--- config.mk ---
export PLATFORM = sky130hd
export DESIGN_NAME = clint_top
export DESIGN_NICKNAME = d
export VERILOG_FILES = /design/src/clint_pkg.sv /design/src/clint_reg_if.sv /design/src/clint_axi_slave.sv /design/src/clint_mtime_timer.sv /design/src/clint_regs.sv /design/src/clint_top.sv
export SDC_FILE = /design/constraint.sdc
export NUM_CORES = 1
export LEC_CHECK = 0
export BUFFER_PORTS_ARGS = -buffer_cell sky130_fd_sc_hd__buf_2
export CORE_MARGIN = 2
export CORE_UTILIZATION = 40
export CTS_CLUSTER_DIAMETER = 40
export CTS_CLUSTER_SIZE = 8
export DETAILED_ROUTE_END_ITERATION = 6
export SLEW_MARGIN = 20
export SYNTH_ARGS = -nofsm -noshare
export SYNTH_HDL_FRONTEND = slang
export SYNTH_SLANG_ARGS = --single-unit
export TNS_END_PERCENT = 100
--- constraint.sdc ---
create_clock -name clk -period 3.9 [get_ports clk]
set_input_delay 0.585 -clock clk [delete_from_list [all_inputs] [get_ports clk]]
set_output_delay 0.585 -clock clk [all_outputs]
set_load 0.02 [all_outputs]
--- src/clint_pkg.sv ---
// clint_pkg: bus widths, register map, tick divider, fsm encodings, byte mask helper
package clint_pkg;

  localparam int unsigned DATA_W = 64;
  localparam int unsigned ADDR_W = 64;
  localparam int unsigned ID_W   = 4;
  localparam int unsigned STRB_W = DATA_W / 8;

  // only the low word of msip is implemented
  localparam int unsigned MSIP_W = 32;

  localparam logic [ADDR_W-1:0] MSIP_ADDR     = 64'h0000_0000_0200_0000;
  localparam logic [ADDR_W-1:0] MTIMECMP_ADDR = 64'h0000_0000_0200_4000;
  localparam logic [ADDR_W-1:0] MTIME_ADDR    = 64'h0000_0000_0200_BFF8;

  // mtime ticks when the prescaler wraps
  localparam int unsigned TICK_DIV_W = 3;

  localparam logic [1:0] RESP_OKAY = 2'b00;

  localparam int unsigned IRQ_W     = 2;
  localparam int unsigned IRQ_SOFT  = 0;
  localparam int unsigned IRQ_TIMER = 1;

  typedef enum logic [0:0] {
    RD_IDLE,
    RD_DATA
  } rd_state_e;

  typedef enum logic [1:0] {
    WR_IDLE,
    WR_DATA,
    WR_RESP
  } wr_state_e;

  // expand byte strobes into a bit mask
  function automatic logic [DATA_W-1:0] strb_to_mask(input logic [STRB_W-1:0] strb);
    logic [DATA_W-1:0] mask;
    for (int i = 0; i < STRB_W; i++) begin
      mask[i*8 +: 8] = {8{strb[i]}};
    end
    return mask;
  endfunction

endpackage

--- src/clint_reg_if.sv ---
// clint_reg_if: register write and read access from the bus front end to the register block
interface clint_reg_if import clint_pkg::*; ();

  // write side, wr_en is the w handshake
  logic              wr_en;
  logic [ADDR_W-1:0] wr_addr;
  logic [DATA_W-1:0] wr_data;
  logic [STRB_W-1:0] wr_strb;

  // read side, combinational return
  logic [ADDR_W-1:0] rd_addr;
  logic [DATA_W-1:0] rd_data;

  modport bus (
    output wr_en, wr_addr, wr_data, wr_strb,
    output rd_addr,
    input  rd_data
  );

  modport regs (
    input  wr_en, wr_addr, wr_data, wr_strb,
    input  rd_addr,
    output rd_data
  );

endinterface

--- src/clint_axi_slave.sv ---
// AXI4 slave read and write fsms, address and id capture, response channels
module clint_axi_slave import clint_pkg::*; (
  input  logic              clk,
  input  logic              rst,

  input  logic              aw_valid_i,
  input  logic [ADDR_W-1:0] aw_addr_i,
  input  logic [ID_W-1:0]   aw_id_i,
  output logic              aw_ready_o,

  input  logic              w_valid_i,
  input  logic [DATA_W-1:0] w_data_i,
  input  logic [STRB_W-1:0] w_strb_i,
  input  logic              w_last_i,
  output logic              w_ready_o,

  input  logic              b_ready_i,
  output logic              b_valid_o,
  output logic [1:0]        b_resp_o,
  output logic [ID_W-1:0]   b_id_o,

  input  logic              ar_valid_i,
  input  logic [ADDR_W-1:0] ar_addr_i,
  input  logic [ID_W-1:0]   ar_id_i,
  output logic              ar_ready_o,

  input  logic              r_ready_i,
  output logic              r_valid_o,
  output logic [DATA_W-1:0] r_data_o,
  output logic [1:0]        r_resp_o,
  output logic              r_last_o,
  output logic [ID_W-1:0]   r_id_o,

  clint_reg_if.bus          reg_if
);

  rd_state_e rd_state;
  wr_state_e wr_state;

  logic [ADDR_W-1:0] rd_addr_q;
  logic [ID_W-1:0]   rd_id_q;
  logic [ADDR_W-1:0] wr_addr_q;
  logic [ID_W-1:0]   wr_id_q;

  logic ar_hs;
  logic r_hs;
  logic aw_hs;
  logic w_hs;
  logic b_hs;

  assign ar_hs = ar_valid_i && ar_ready_o;
  assign r_hs  = r_valid_o && r_ready_i;
  assign aw_hs = aw_valid_i && aw_ready_o;
  assign w_hs  = w_valid_i && w_ready_o;
  assign b_hs  = b_valid_o && b_ready_i;

  // read fsm
  always_ff @(posedge clk) begin
    if (rst) begin
      rd_state <= RD_IDLE;
    end else begin
      case (rd_state)
        RD_IDLE: if (ar_hs) rd_state <= RD_DATA;
        RD_DATA: if (r_hs) rd_state <= RD_IDLE;
        default: rd_state <= RD_IDLE;
      endcase
    end
  end

  always_ff @(posedge clk) begin
    if (ar_hs) begin
      rd_addr_q <= ar_addr_i;
      rd_id_q   <= ar_id_i;
    end
  end

  assign ar_ready_o = (rd_state == RD_IDLE);
  assign r_valid_o  = (rd_state == RD_DATA);
  assign r_last_o   = r_valid_o;
  assign r_resp_o   = RESP_OKAY;
  assign r_id_o     = rd_id_q;
  // live register value so mtime may move while r is stalled
  assign r_data_o   = reg_if.rd_data;

  // write fsm
  always_ff @(posedge clk) begin
    if (rst) begin
      wr_state <= WR_IDLE;
    end else begin
      case (wr_state)
        WR_IDLE: if (aw_hs) wr_state <= WR_DATA;
        WR_DATA: if (w_hs && w_last_i) wr_state <= WR_RESP;
        WR_RESP: if (b_hs) wr_state <= WR_IDLE;
        default: wr_state <= WR_IDLE;
      endcase
    end
  end

  always_ff @(posedge clk) begin
    if (aw_hs) begin
      wr_addr_q <= aw_addr_i;
      wr_id_q   <= aw_id_i;
    end
  end

  assign aw_ready_o = (wr_state == WR_IDLE);
  assign w_ready_o  = (wr_state == WR_DATA);
  assign b_valid_o  = (wr_state == WR_RESP);
  assign b_resp_o   = RESP_OKAY;
  assign b_id_o     = wr_id_q;

  // every beat of a burst hits the captured address
  assign reg_if.wr_en   = w_hs;
  assign reg_if.wr_addr = wr_addr_q;
  assign reg_if.wr_data = w_data_i;
  assign reg_if.wr_strb = w_strb_i;
  assign reg_if.rd_addr = rd_addr_q;

  a_b_valid_held: assert property (
    @(posedge clk) disable iff (rst)
    b_valid_o && !b_ready_i |=> b_valid_o
  ) else $error("b_valid_o dropped before b handshake");

  // leaving idle needs an accepted address
  a_no_w_ready_idle: assert property (
    @(posedge clk) disable iff (rst)
    $rose(w_ready_o) |-> $past(aw_hs)
  ) else $error("w_ready_o rose without an aw handshake");

endmodule

--- src/clint_mtime_timer.sv ---
// clint_mtime_timer: tick prescaler and mtime counter with strobed write
module clint_mtime_timer import clint_pkg::*; (
  input  logic              clk,
  input  logic              rst,

  input  logic              mtime_wr_i,
  input  logic [DATA_W-1:0] wr_data_i,
  input  logic [STRB_W-1:0] wr_strb_i,

  output logic [DATA_W-1:0] mtime_o
);

  logic [TICK_DIV_W-1:0] prescale_q;
  logic                  tick;
  logic [DATA_W-1:0]     mtime_q;
  logic [DATA_W-1:0]     wr_mask;

  // free running divider
  always_ff @(posedge clk) begin
    if (rst) begin
      prescale_q <= '0;
    end else begin
      prescale_q <= prescale_q + 1'b1;
    end
  end

  assign tick    = &prescale_q;
  assign wr_mask = strb_to_mask(wr_strb_i);

  // a bus write wins over the tick
  always_ff @(posedge clk) begin
    if (rst) begin
      mtime_q <= '0;
    end else if (mtime_wr_i) begin
      mtime_q <= (mtime_q & ~wr_mask) | (wr_data_i & wr_mask);
    end else if (tick) begin
      mtime_q <= mtime_q + 1'b1;
    end
  end

  assign mtime_o = mtime_q;

endmodule

--- src/clint_regs.sv ---
// clint_regs: address decode, msip and mtimecmp, read mux, interrupt lines
module clint_regs import clint_pkg::*; (
  input  logic              clk,
  input  logic              rst,

  clint_reg_if.regs         reg_if,

  input  logic [DATA_W-1:0] mtime_i,

  output logic              mtime_wr_o,
  output logic [DATA_W-1:0] mtime_wdata_o,
  output logic [STRB_W-1:0] mtime_wstrb_o,

  output logic [IRQ_W-1:0]  irq_o
);

  logic [MSIP_W-1:0] msip_q;
  logic [DATA_W-1:0] mtimecmp_q;
  logic [DATA_W-1:0] wr_mask;

  logic msip_sel;
  logic mtimecmp_sel;
  logic mtime_sel;

  // write decode
  assign msip_sel     = (reg_if.wr_addr == MSIP_ADDR);
  assign mtimecmp_sel = (reg_if.wr_addr == MTIMECMP_ADDR);
  assign mtime_sel    = (reg_if.wr_addr == MTIME_ADDR);

  assign wr_mask = strb_to_mask(reg_if.wr_strb);

  always_ff @(posedge clk) begin
    if (rst) begin
      msip_q <= '0;
    end else if (reg_if.wr_en && msip_sel) begin
      msip_q <= (msip_q & ~wr_mask[MSIP_W-1:0]) |
                (reg_if.wr_data[MSIP_W-1:0] & wr_mask[MSIP_W-1:0]);
    end
  end

  always_ff @(posedge clk) begin
    if (rst) begin
      mtimecmp_q <= '0;
    end else if (reg_if.wr_en && mtimecmp_sel) begin
      mtimecmp_q <= (mtimecmp_q & ~wr_mask) | (reg_if.wr_data & wr_mask);
    end
  end

  // mtime itself lives in the timer
  assign mtime_wr_o    = reg_if.wr_en && mtime_sel;
  assign mtime_wdata_o = reg_if.wr_data;
  assign mtime_wstrb_o = reg_if.wr_strb;

  // read mux, unmapped reads as zero
  always_comb begin
    case (reg_if.rd_addr)
      MSIP_ADDR:     reg_if.rd_data = {{(DATA_W-MSIP_W){1'b0}}, msip_q};
      MTIMECMP_ADDR: reg_if.rd_data = mtimecmp_q;
      MTIME_ADDR:    reg_if.rd_data = mtime_i;
      default:       reg_if.rd_data = '0;
    endcase
  end

  assign irq_o[IRQ_SOFT]  = msip_q[0];
  assign irq_o[IRQ_TIMER] = (mtime_i >= mtimecmp_q);

  a_decode_onehot: assert property (
    @(posedge clk) disable iff (rst)
    reg_if.wr_en |-> $onehot0({msip_sel, mtimecmp_sel, mtime_sel})
  ) else $error("more than one register decode active");

endmodule

--- src/clint_top.sv ---
// clint_top: CLINT top level with plain AXI4 ports and interrupt outputs
module clint_top import clint_pkg::*; (
  input  logic              clk,
  input  logic              rst,

  input  logic              aw_valid_i,
  input  logic [ADDR_W-1:0] aw_addr_i,
  input  logic [ID_W-1:0]   aw_id_i,
  output logic              aw_ready_o,

  input  logic              w_valid_i,
  input  logic [DATA_W-1:0] w_data_i,
  input  logic [STRB_W-1:0] w_strb_i,
  input  logic              w_last_i,
  output logic              w_ready_o,

  input  logic              b_ready_i,
  output logic              b_valid_o,
  output logic [1:0]        b_resp_o,
  output logic [ID_W-1:0]   b_id_o,

  input  logic              ar_valid_i,
  input  logic [ADDR_W-1:0] ar_addr_i,
  input  logic [ID_W-1:0]   ar_id_i,
  output logic              ar_ready_o,

  input  logic              r_ready_i,
  output logic              r_valid_o,
  output logic [DATA_W-1:0] r_data_o,
  output logic [1:0]        r_resp_o,
  output logic              r_last_o,
  output logic [ID_W-1:0]   r_id_o,

  output logic [IRQ_W-1:0]  irq_o
);

  clint_reg_if reg_if ();

  logic              mtime_wr;
  logic [DATA_W-1:0] mtime_wdata;
  logic [STRB_W-1:0] mtime_wstrb;
  logic [DATA_W-1:0] mtime;

  clint_axi_slave u_axi_slave (
    .clk        (clk),
    .rst        (rst),
    .aw_valid_i (aw_valid_i),
    .aw_addr_i  (aw_addr_i),
    .aw_id_i    (aw_id_i),
    .aw_ready_o (aw_ready_o),
    .w_valid_i  (w_valid_i),
    .w_data_i   (w_data_i),
    .w_strb_i   (w_strb_i),
    .w_last_i   (w_last_i),
    .w_ready_o  (w_ready_o),
    .b_ready_i  (b_ready_i),
    .b_valid_o  (b_valid_o),
    .b_resp_o   (b_resp_o),
    .b_id_o     (b_id_o),
    .ar_valid_i (ar_valid_i),
    .ar_addr_i  (ar_addr_i),
    .ar_id_i    (ar_id_i),
    .ar_ready_o (ar_ready_o),
    .r_ready_i  (r_ready_i),
    .r_valid_o  (r_valid_o),
    .r_data_o   (r_data_o),
    .r_resp_o   (r_resp_o),
    .r_last_o   (r_last_o),
    .r_id_o     (r_id_o),
    .reg_if     (reg_if.bus)
  );

  clint_regs u_regs (
    .clk           (clk),
    .rst           (rst),
    .reg_if        (reg_if.regs),
    .mtime_i       (mtime),
    .mtime_wr_o    (mtime_wr),
    .mtime_wdata_o (mtime_wdata),
    .mtime_wstrb_o (mtime_wstrb),
    .irq_o         (irq_o)
  );

  clint_mtime_timer u_mtime_timer (
    .clk        (clk),
    .rst        (rst),
    .mtime_wr_i (mtime_wr),
    .wr_data_i  (mtime_wdata),
    .wr_strb_i  (mtime_wstrb),
    .mtime_o    (mtime)
  );

endmodule

Yosys cells after proc, flatten, opt, wreduce, memory -nomap -nowiden
Index checks and enable logic that the tools add are counted.
- $add $sub $neg: 2
- order comparisons: 1
- equal/unequal tests: 11
- muxes and demuxes: 10
- bitwise gates (word level): 11
- reductions and logical operators: 13
- operators by type and width (kind ; number):
    64-bit by 26-bit equality test with 1-bit output (second input constant) ; 6
    64-bit AND ; 3
    64-bit one-hot mux with 3 select lines ; 1
    64-bit 2-to-1 mux ; 2
    64-bit OR ; 2
    64-bit by 1-bit adder with 64-bit output (second input constant) ; 1
    32-bit AND ; 2
    64-bit >= comparator ; 1
    64-bit inverter ; 1
    32-bit inverter ; 1
    32-bit OR ; 1
    1-bit logical AND ; 9
    2-bit 2-to-1 mux ; 3
    2-bit != test (second input constant) ; 3
    2-bit one-hot mux with 3 select lines ; 1
    3-bit AND reduction ; 2
    3-bit by 1-bit adder with 3-bit output (second input constant) ; 1
    2-bit by 1-bit equality test with 1-bit output (second input constant) ; 1
    2-bit equality test (second input constant) ; 1
    2-bit logical NOT ; 1
    1-bit 2-to-1 mux ; 2
    1-bit one-hot mux with 2 select lines ; 1
    2-bit nonzero test ; 1
    1-bit inverter ; 1
- flip-flop bits (word level): 302
- input bits: 216
- output and inout port bits: 84
- word-level logic and storage cells: 58

Logic depth before layout (Yosys ltp)
- depth in word-level cells: 5
- depth in mapped cells: 10
- depth with buffers taken out: 9

By module
A second synthesis with hierarchy kept.
- cells, all modules: 1654
- area total of the unflattened synthesis: 16600.9 um^2
- by module, submodules not included (module ; times used ; cells each ; area each (um^2) ; seq. area each (um^2)):
    clint_regs ; 1 ; 788 ; 6870.3 ; 1921.8
    clint_axi_slave ; 1 ; 296 ; 5296.3 ; 4144.0
    clint_mtime_timer ; 1 ; 570 ; 4434.3 ; 1341.3

Worst setup path after synthesis
No wires, ideal clock.
- kind: input -> register
- from: input port ar_valid_i
- to: register u_axi_slave.rd_id_q[0] (netlist: u_axi_slave.r_id_o[0]), enable pin
- library setup time: 0.501 ns
- arrival: 3.570 ns
- required time: 3.399 ns
- slack: -0.171 ns
- stages on the path: 1
- path buffers: 0
- path through: nor2b_1
- word-level cells in the longest chain between the ends: 1
- ends and longest elaborated chain (item ; line ; source):
    start, declared ; clint_top.sv:22 ; input logic ar_valid_i,
    1-bit logical AND ; clint_axi_slave.sv:51 ; assign ar_hs = ar_valid_i && ar_ready_o;
    end signal, assigned ; clint_axi_slave.sv:73 ; rd_id_q <= ar_id_i;
    end, declared ; clint_axi_slave.sv:41 ; logic [ID_W-1:0] rd_id_q;
No other way between the ends.
A chain may end at the register's enable or synchronous reset.

Worst setup path after layout
- from: register u_axi_slave.rd_addr_q[23] (netlist: u_axi_slave.reg_if.rd_addr[23])
- to: output port r_data_o[36]
- word-level cells in the longest chain between the ends: 2
- elaborated cells on any way between the ends: 4
- those cells by class: eq/ne (3); mux (1)
- ends and longest elaborated chain (item ; line ; source):
    start, declared ; clint_axi_slave.sv:40 ; logic [ADDR_W-1:0] rd_addr_q;
    start signal, assigned ; clint_axi_slave.sv:72 ; rd_addr_q <= ar_addr_i;
    64-bit by 26-bit equality test with 1-bit output ; clint_regs.sv:56 ; case (reg_if.rd_addr)
    64-bit one-hot mux with 3 select lines * ; clint_regs.sv:56 ;
    end, declared ; clint_top.sv:29 ; output logic [DATA_W-1:0] r_data_o,
Every way passes the cells marked *; elsewhere a longest branch is shown, timed or not.

==> impl_metrics.toml <==
[run_status]
status = "finished, final reports clean"

[synth]
netlist_area_sq_um = 14800
synth_seq_cells = 302
netlist.top_cell.by_area = "edfxtp_1"
netlist.area_leader.share_pct = 27.6
seq_area_frac_synth_pct = 50.1
syn_area_per_cell_sq_um = 9.54
synth_async_sr_flop_share_pct = 0
synth_commonest_cells = "nand2_1 (289), dfxtp_1 (166), a21oi_1 (141)"
yosysMostFrequentCell = "nand2_1"
ys.flop_type = "dfxtp_1"
synth_cells = 1549
synth-edff-count = 136
synth_warnings = 0
synth.distinct_cells = 74
synth.area.top_cells = "edfxtp_1 (28%), dfxtp_1 (22%), nand2_1 (7.3%)"

[drt]
postRouteAntennaNets = 0
routed_wl_microns = 43700
remaining_drc_errors = 0
wl_per_cell_microns = 18.4
viasPerCell = 5.47
dr.pass1.iters = 5
vias = 13000
drt-initial-drc-count = 848

[power_and_ir_drop]
p_clk_share_pct = 54.3
peakVddDrop_v = 0.000498
sw_frac_of_total_pct = 21.5
power_frac_seq_pct = 41.7
power_frac_comb_pct = 4.0
p_per_area_nw_per_um2 = 450
leakage_nw = 7.16
p_switching_mw = 1.79
internal_power_mw = 6.54

[sta]
rsz0062_at_grt = "no"
timing.final.crit_share_pct = 94.8
fmax_mhz = 271
period_minus_slack_ns = 3.70
worst_pin_slew_ns = 0.877
maxSlewViolCount = 0
setup_tns_ns = 0
fin_worst_skew_ns = 0.0195
setup_viol_count_final = 0
slew_headroom_pct = 41.5
hold_violations = 0

[clocking]
cts_tree = "built"
cts_max_level = 2
cts_buffers = 54
worstSkewPairLatency_ns = 0.58
cts.sinks = 302
cts-root-buf = "clkbuf_16"
postCtsHoldBufs = 0
clk_pin_slew_ns = 0.05
clock_path_buffers = 3
cts_setup_buffers = 0

[grt]
grt_use_total_pct = 22.5
grt_first_pass_wirelength_microns = 68500
grt_start_max_net_pins = 72
overflow = 0
antenna_found_initial = 6
grt_pass1_vias = 12800

[worst_setup_path]
critPathCaptureType = "output port"
reg2reg_setup_slack_ns = 0.75
r2r_cells = 8
critPathLaunchType = "register"
critical_path.slowest_cell = "nor4_4"
r2r_start = "u_axi_slave.reg_if.wr_addr[48]"
cpMostUsedCell = "nand4_1"
worstPathCellList = "nor4_1, nand4_1, nor4_4, nand4_1, buf_4, nor2_2, buf_8, a22o_1, buf_2"
cp_max_fo = 33
criticalPathCategory = "register to output port"
required_ns = 3.31
cpPeakStageDelay_ns = 0.43
cp.arrival_ns = 3.11

[cells_and_area]
nFillCells = 3389
layout-drive-gt1-share_pct = 23.2
final_util_pct = 50.7
seqCellArea_sq_um = 7410
multi_input_area_sq_um = 6800
final_nets = 2137
areaGrowthSynthToFinish_pct = 25.4

[placed_design]
dp.final_hpwl_microns = 32000
gp_congestion = 0.877
portBuffers = 295

[floorplanning]
ios = 300
die_h_microns = 196
core_area_sq_um = 36500
start_util_pct = 40.5
rows = 70
dieArea_sq_um = 38500
die_w_microns = 196

[job]
max-cap-violations = 0

[worst_hold_path]
hold_path_class = "input port to register"
min_path_cells = 1
hold_start = "ar_addr_i[63]"
holdPathEnd = "u_axi_slave.reg_if.rd_addr[63]"
[cells by family (layout without fill, tap and decap cells)]
family	after synthesis	in the layout	synth area share (%)
compound gates	349	349	15.2
xor+xnor	10	10	0.592
fa+ha+maj	67	67	5.67
buf+inv	154	498	4.32
flops	302	302	50.1
mux	35	35	2.39
other cells	1	9	0.0254
simple gates	631	632	21.7
[timing repair]
item,CTS,global route
endpoints found under the setup margin,34,34
resized for setup,1,5
endpoints found under the hold margin,0,0
pin swaps,1,1
cloned,0,1
[per-stage QoR]
stage | hold WS (ns) | total power, mW | instance area [sq um] | instances | setup WS, ns
after floorplan | 0.399 | 3.67 | 14800 | 1552 | 1.10
after global placement | 0.410 | 3.86 | 16700 | 2265 | 0.616
after detailed placement | 0.411 | 3.87 | 16700 | 2265 | 0.425
after CTS | 0.139 | 8.42 | 18500 | 2364 | 0.0127
after global routing | 0.150 | 8.59 | 18500 | 2368 | 0.0275
final | 0.170 | 8.33 | 18500 | 2370 | 0.204
[metal layers]
metal	GRT usage, %	routed length, microns	up-vias
li1	-	-	6300
met1	29.5	18900	6079
met2	36.5	20300	493
met3	5.14	3360	82
met4	7.72	1120	4
met5	0	27	-
[cell type report]
cell class / instances / area share [%]
sequential: 302 / 40.0
multi-input combinational: 1097 / 36.7
timing repair buffer: 319 / 9.06
clock buffer: 81 / 8.12
tap: 468 / 3.16
inverter: 80 / 1.62
clock inverter: 18 / 1.31
antenna: 5 / 0.0675
[power groups by stage]
stage / Sequential, mW / Combinational (mW) / Clock (mW)
floorplan: 3.54 / 0.134 / 0
global placement: 3.53 / 0.328 / 0
detailed placement: 3.54 / 0.331 / 0
CTS: 3.48 / 0.332 / 4.61
global route: 3.48 / 0.359 / 4.75
finish: 3.48 / 0.330 / 4.53
[critical path, delay by kind of cell, from the launching register on]
| kind | cells | cell delay [ns] |
|---|---|---|
| AO/OA/AOI/OAI | 1 | 0.19 |
| AND/OR/NAND/NOR | 5 | 1.28 |
| flip-flops | 1 | 0.35 |
| buffers and inverters | 3 | 0.67 |
[worst max path at each step]
stage / startpoint / end / slack (ns) / cells after the start
after CTS: u_axi_slave.reg_if.rd_addr[41] / r_data_o[0] / 0.01 / 8
after detailed placement: u_axi_slave.reg_if.rd_addr[23] / r_data_o[0] / 0.43 / 8
after floorplan: ar_valid_i / u_axi_slave.r_id_o[0] / 1.10 / 1
final: u_axi_slave.reg_if.rd_addr[23] / r_data_o[36] / 0.20 / 9
after global routing: u_axi_slave.reg_if.rd_addr[23] / r_data_o[47] / 0.03 / 9
after global placement: u_axi_slave.reg_if.rd_addr[61] / r_data_o[0] / 0.62 / 8
[layout by cell type (no fill, tap or decap), types with 39 or more instances in the layout]
| cell type | n |
|---|---|
| o21ai_0 | 53 |
| clkbuf_16 | 55 |
| buf_2 | 294 |
| edfxtp_1 | 136 |
| nor2_1 | 60 |
| nand4_1 | 39 |
| a21oi_1 | 140 |
| inv_1 | 79 |
| ha_1 | 67 |
| nand2_1 | 289 |
| dfxtp_1 | 166 |
| nor3_1 | 39 |
| nor4_1 | 51 |
No activity file was read; power rests on OpenSTA's default activity.
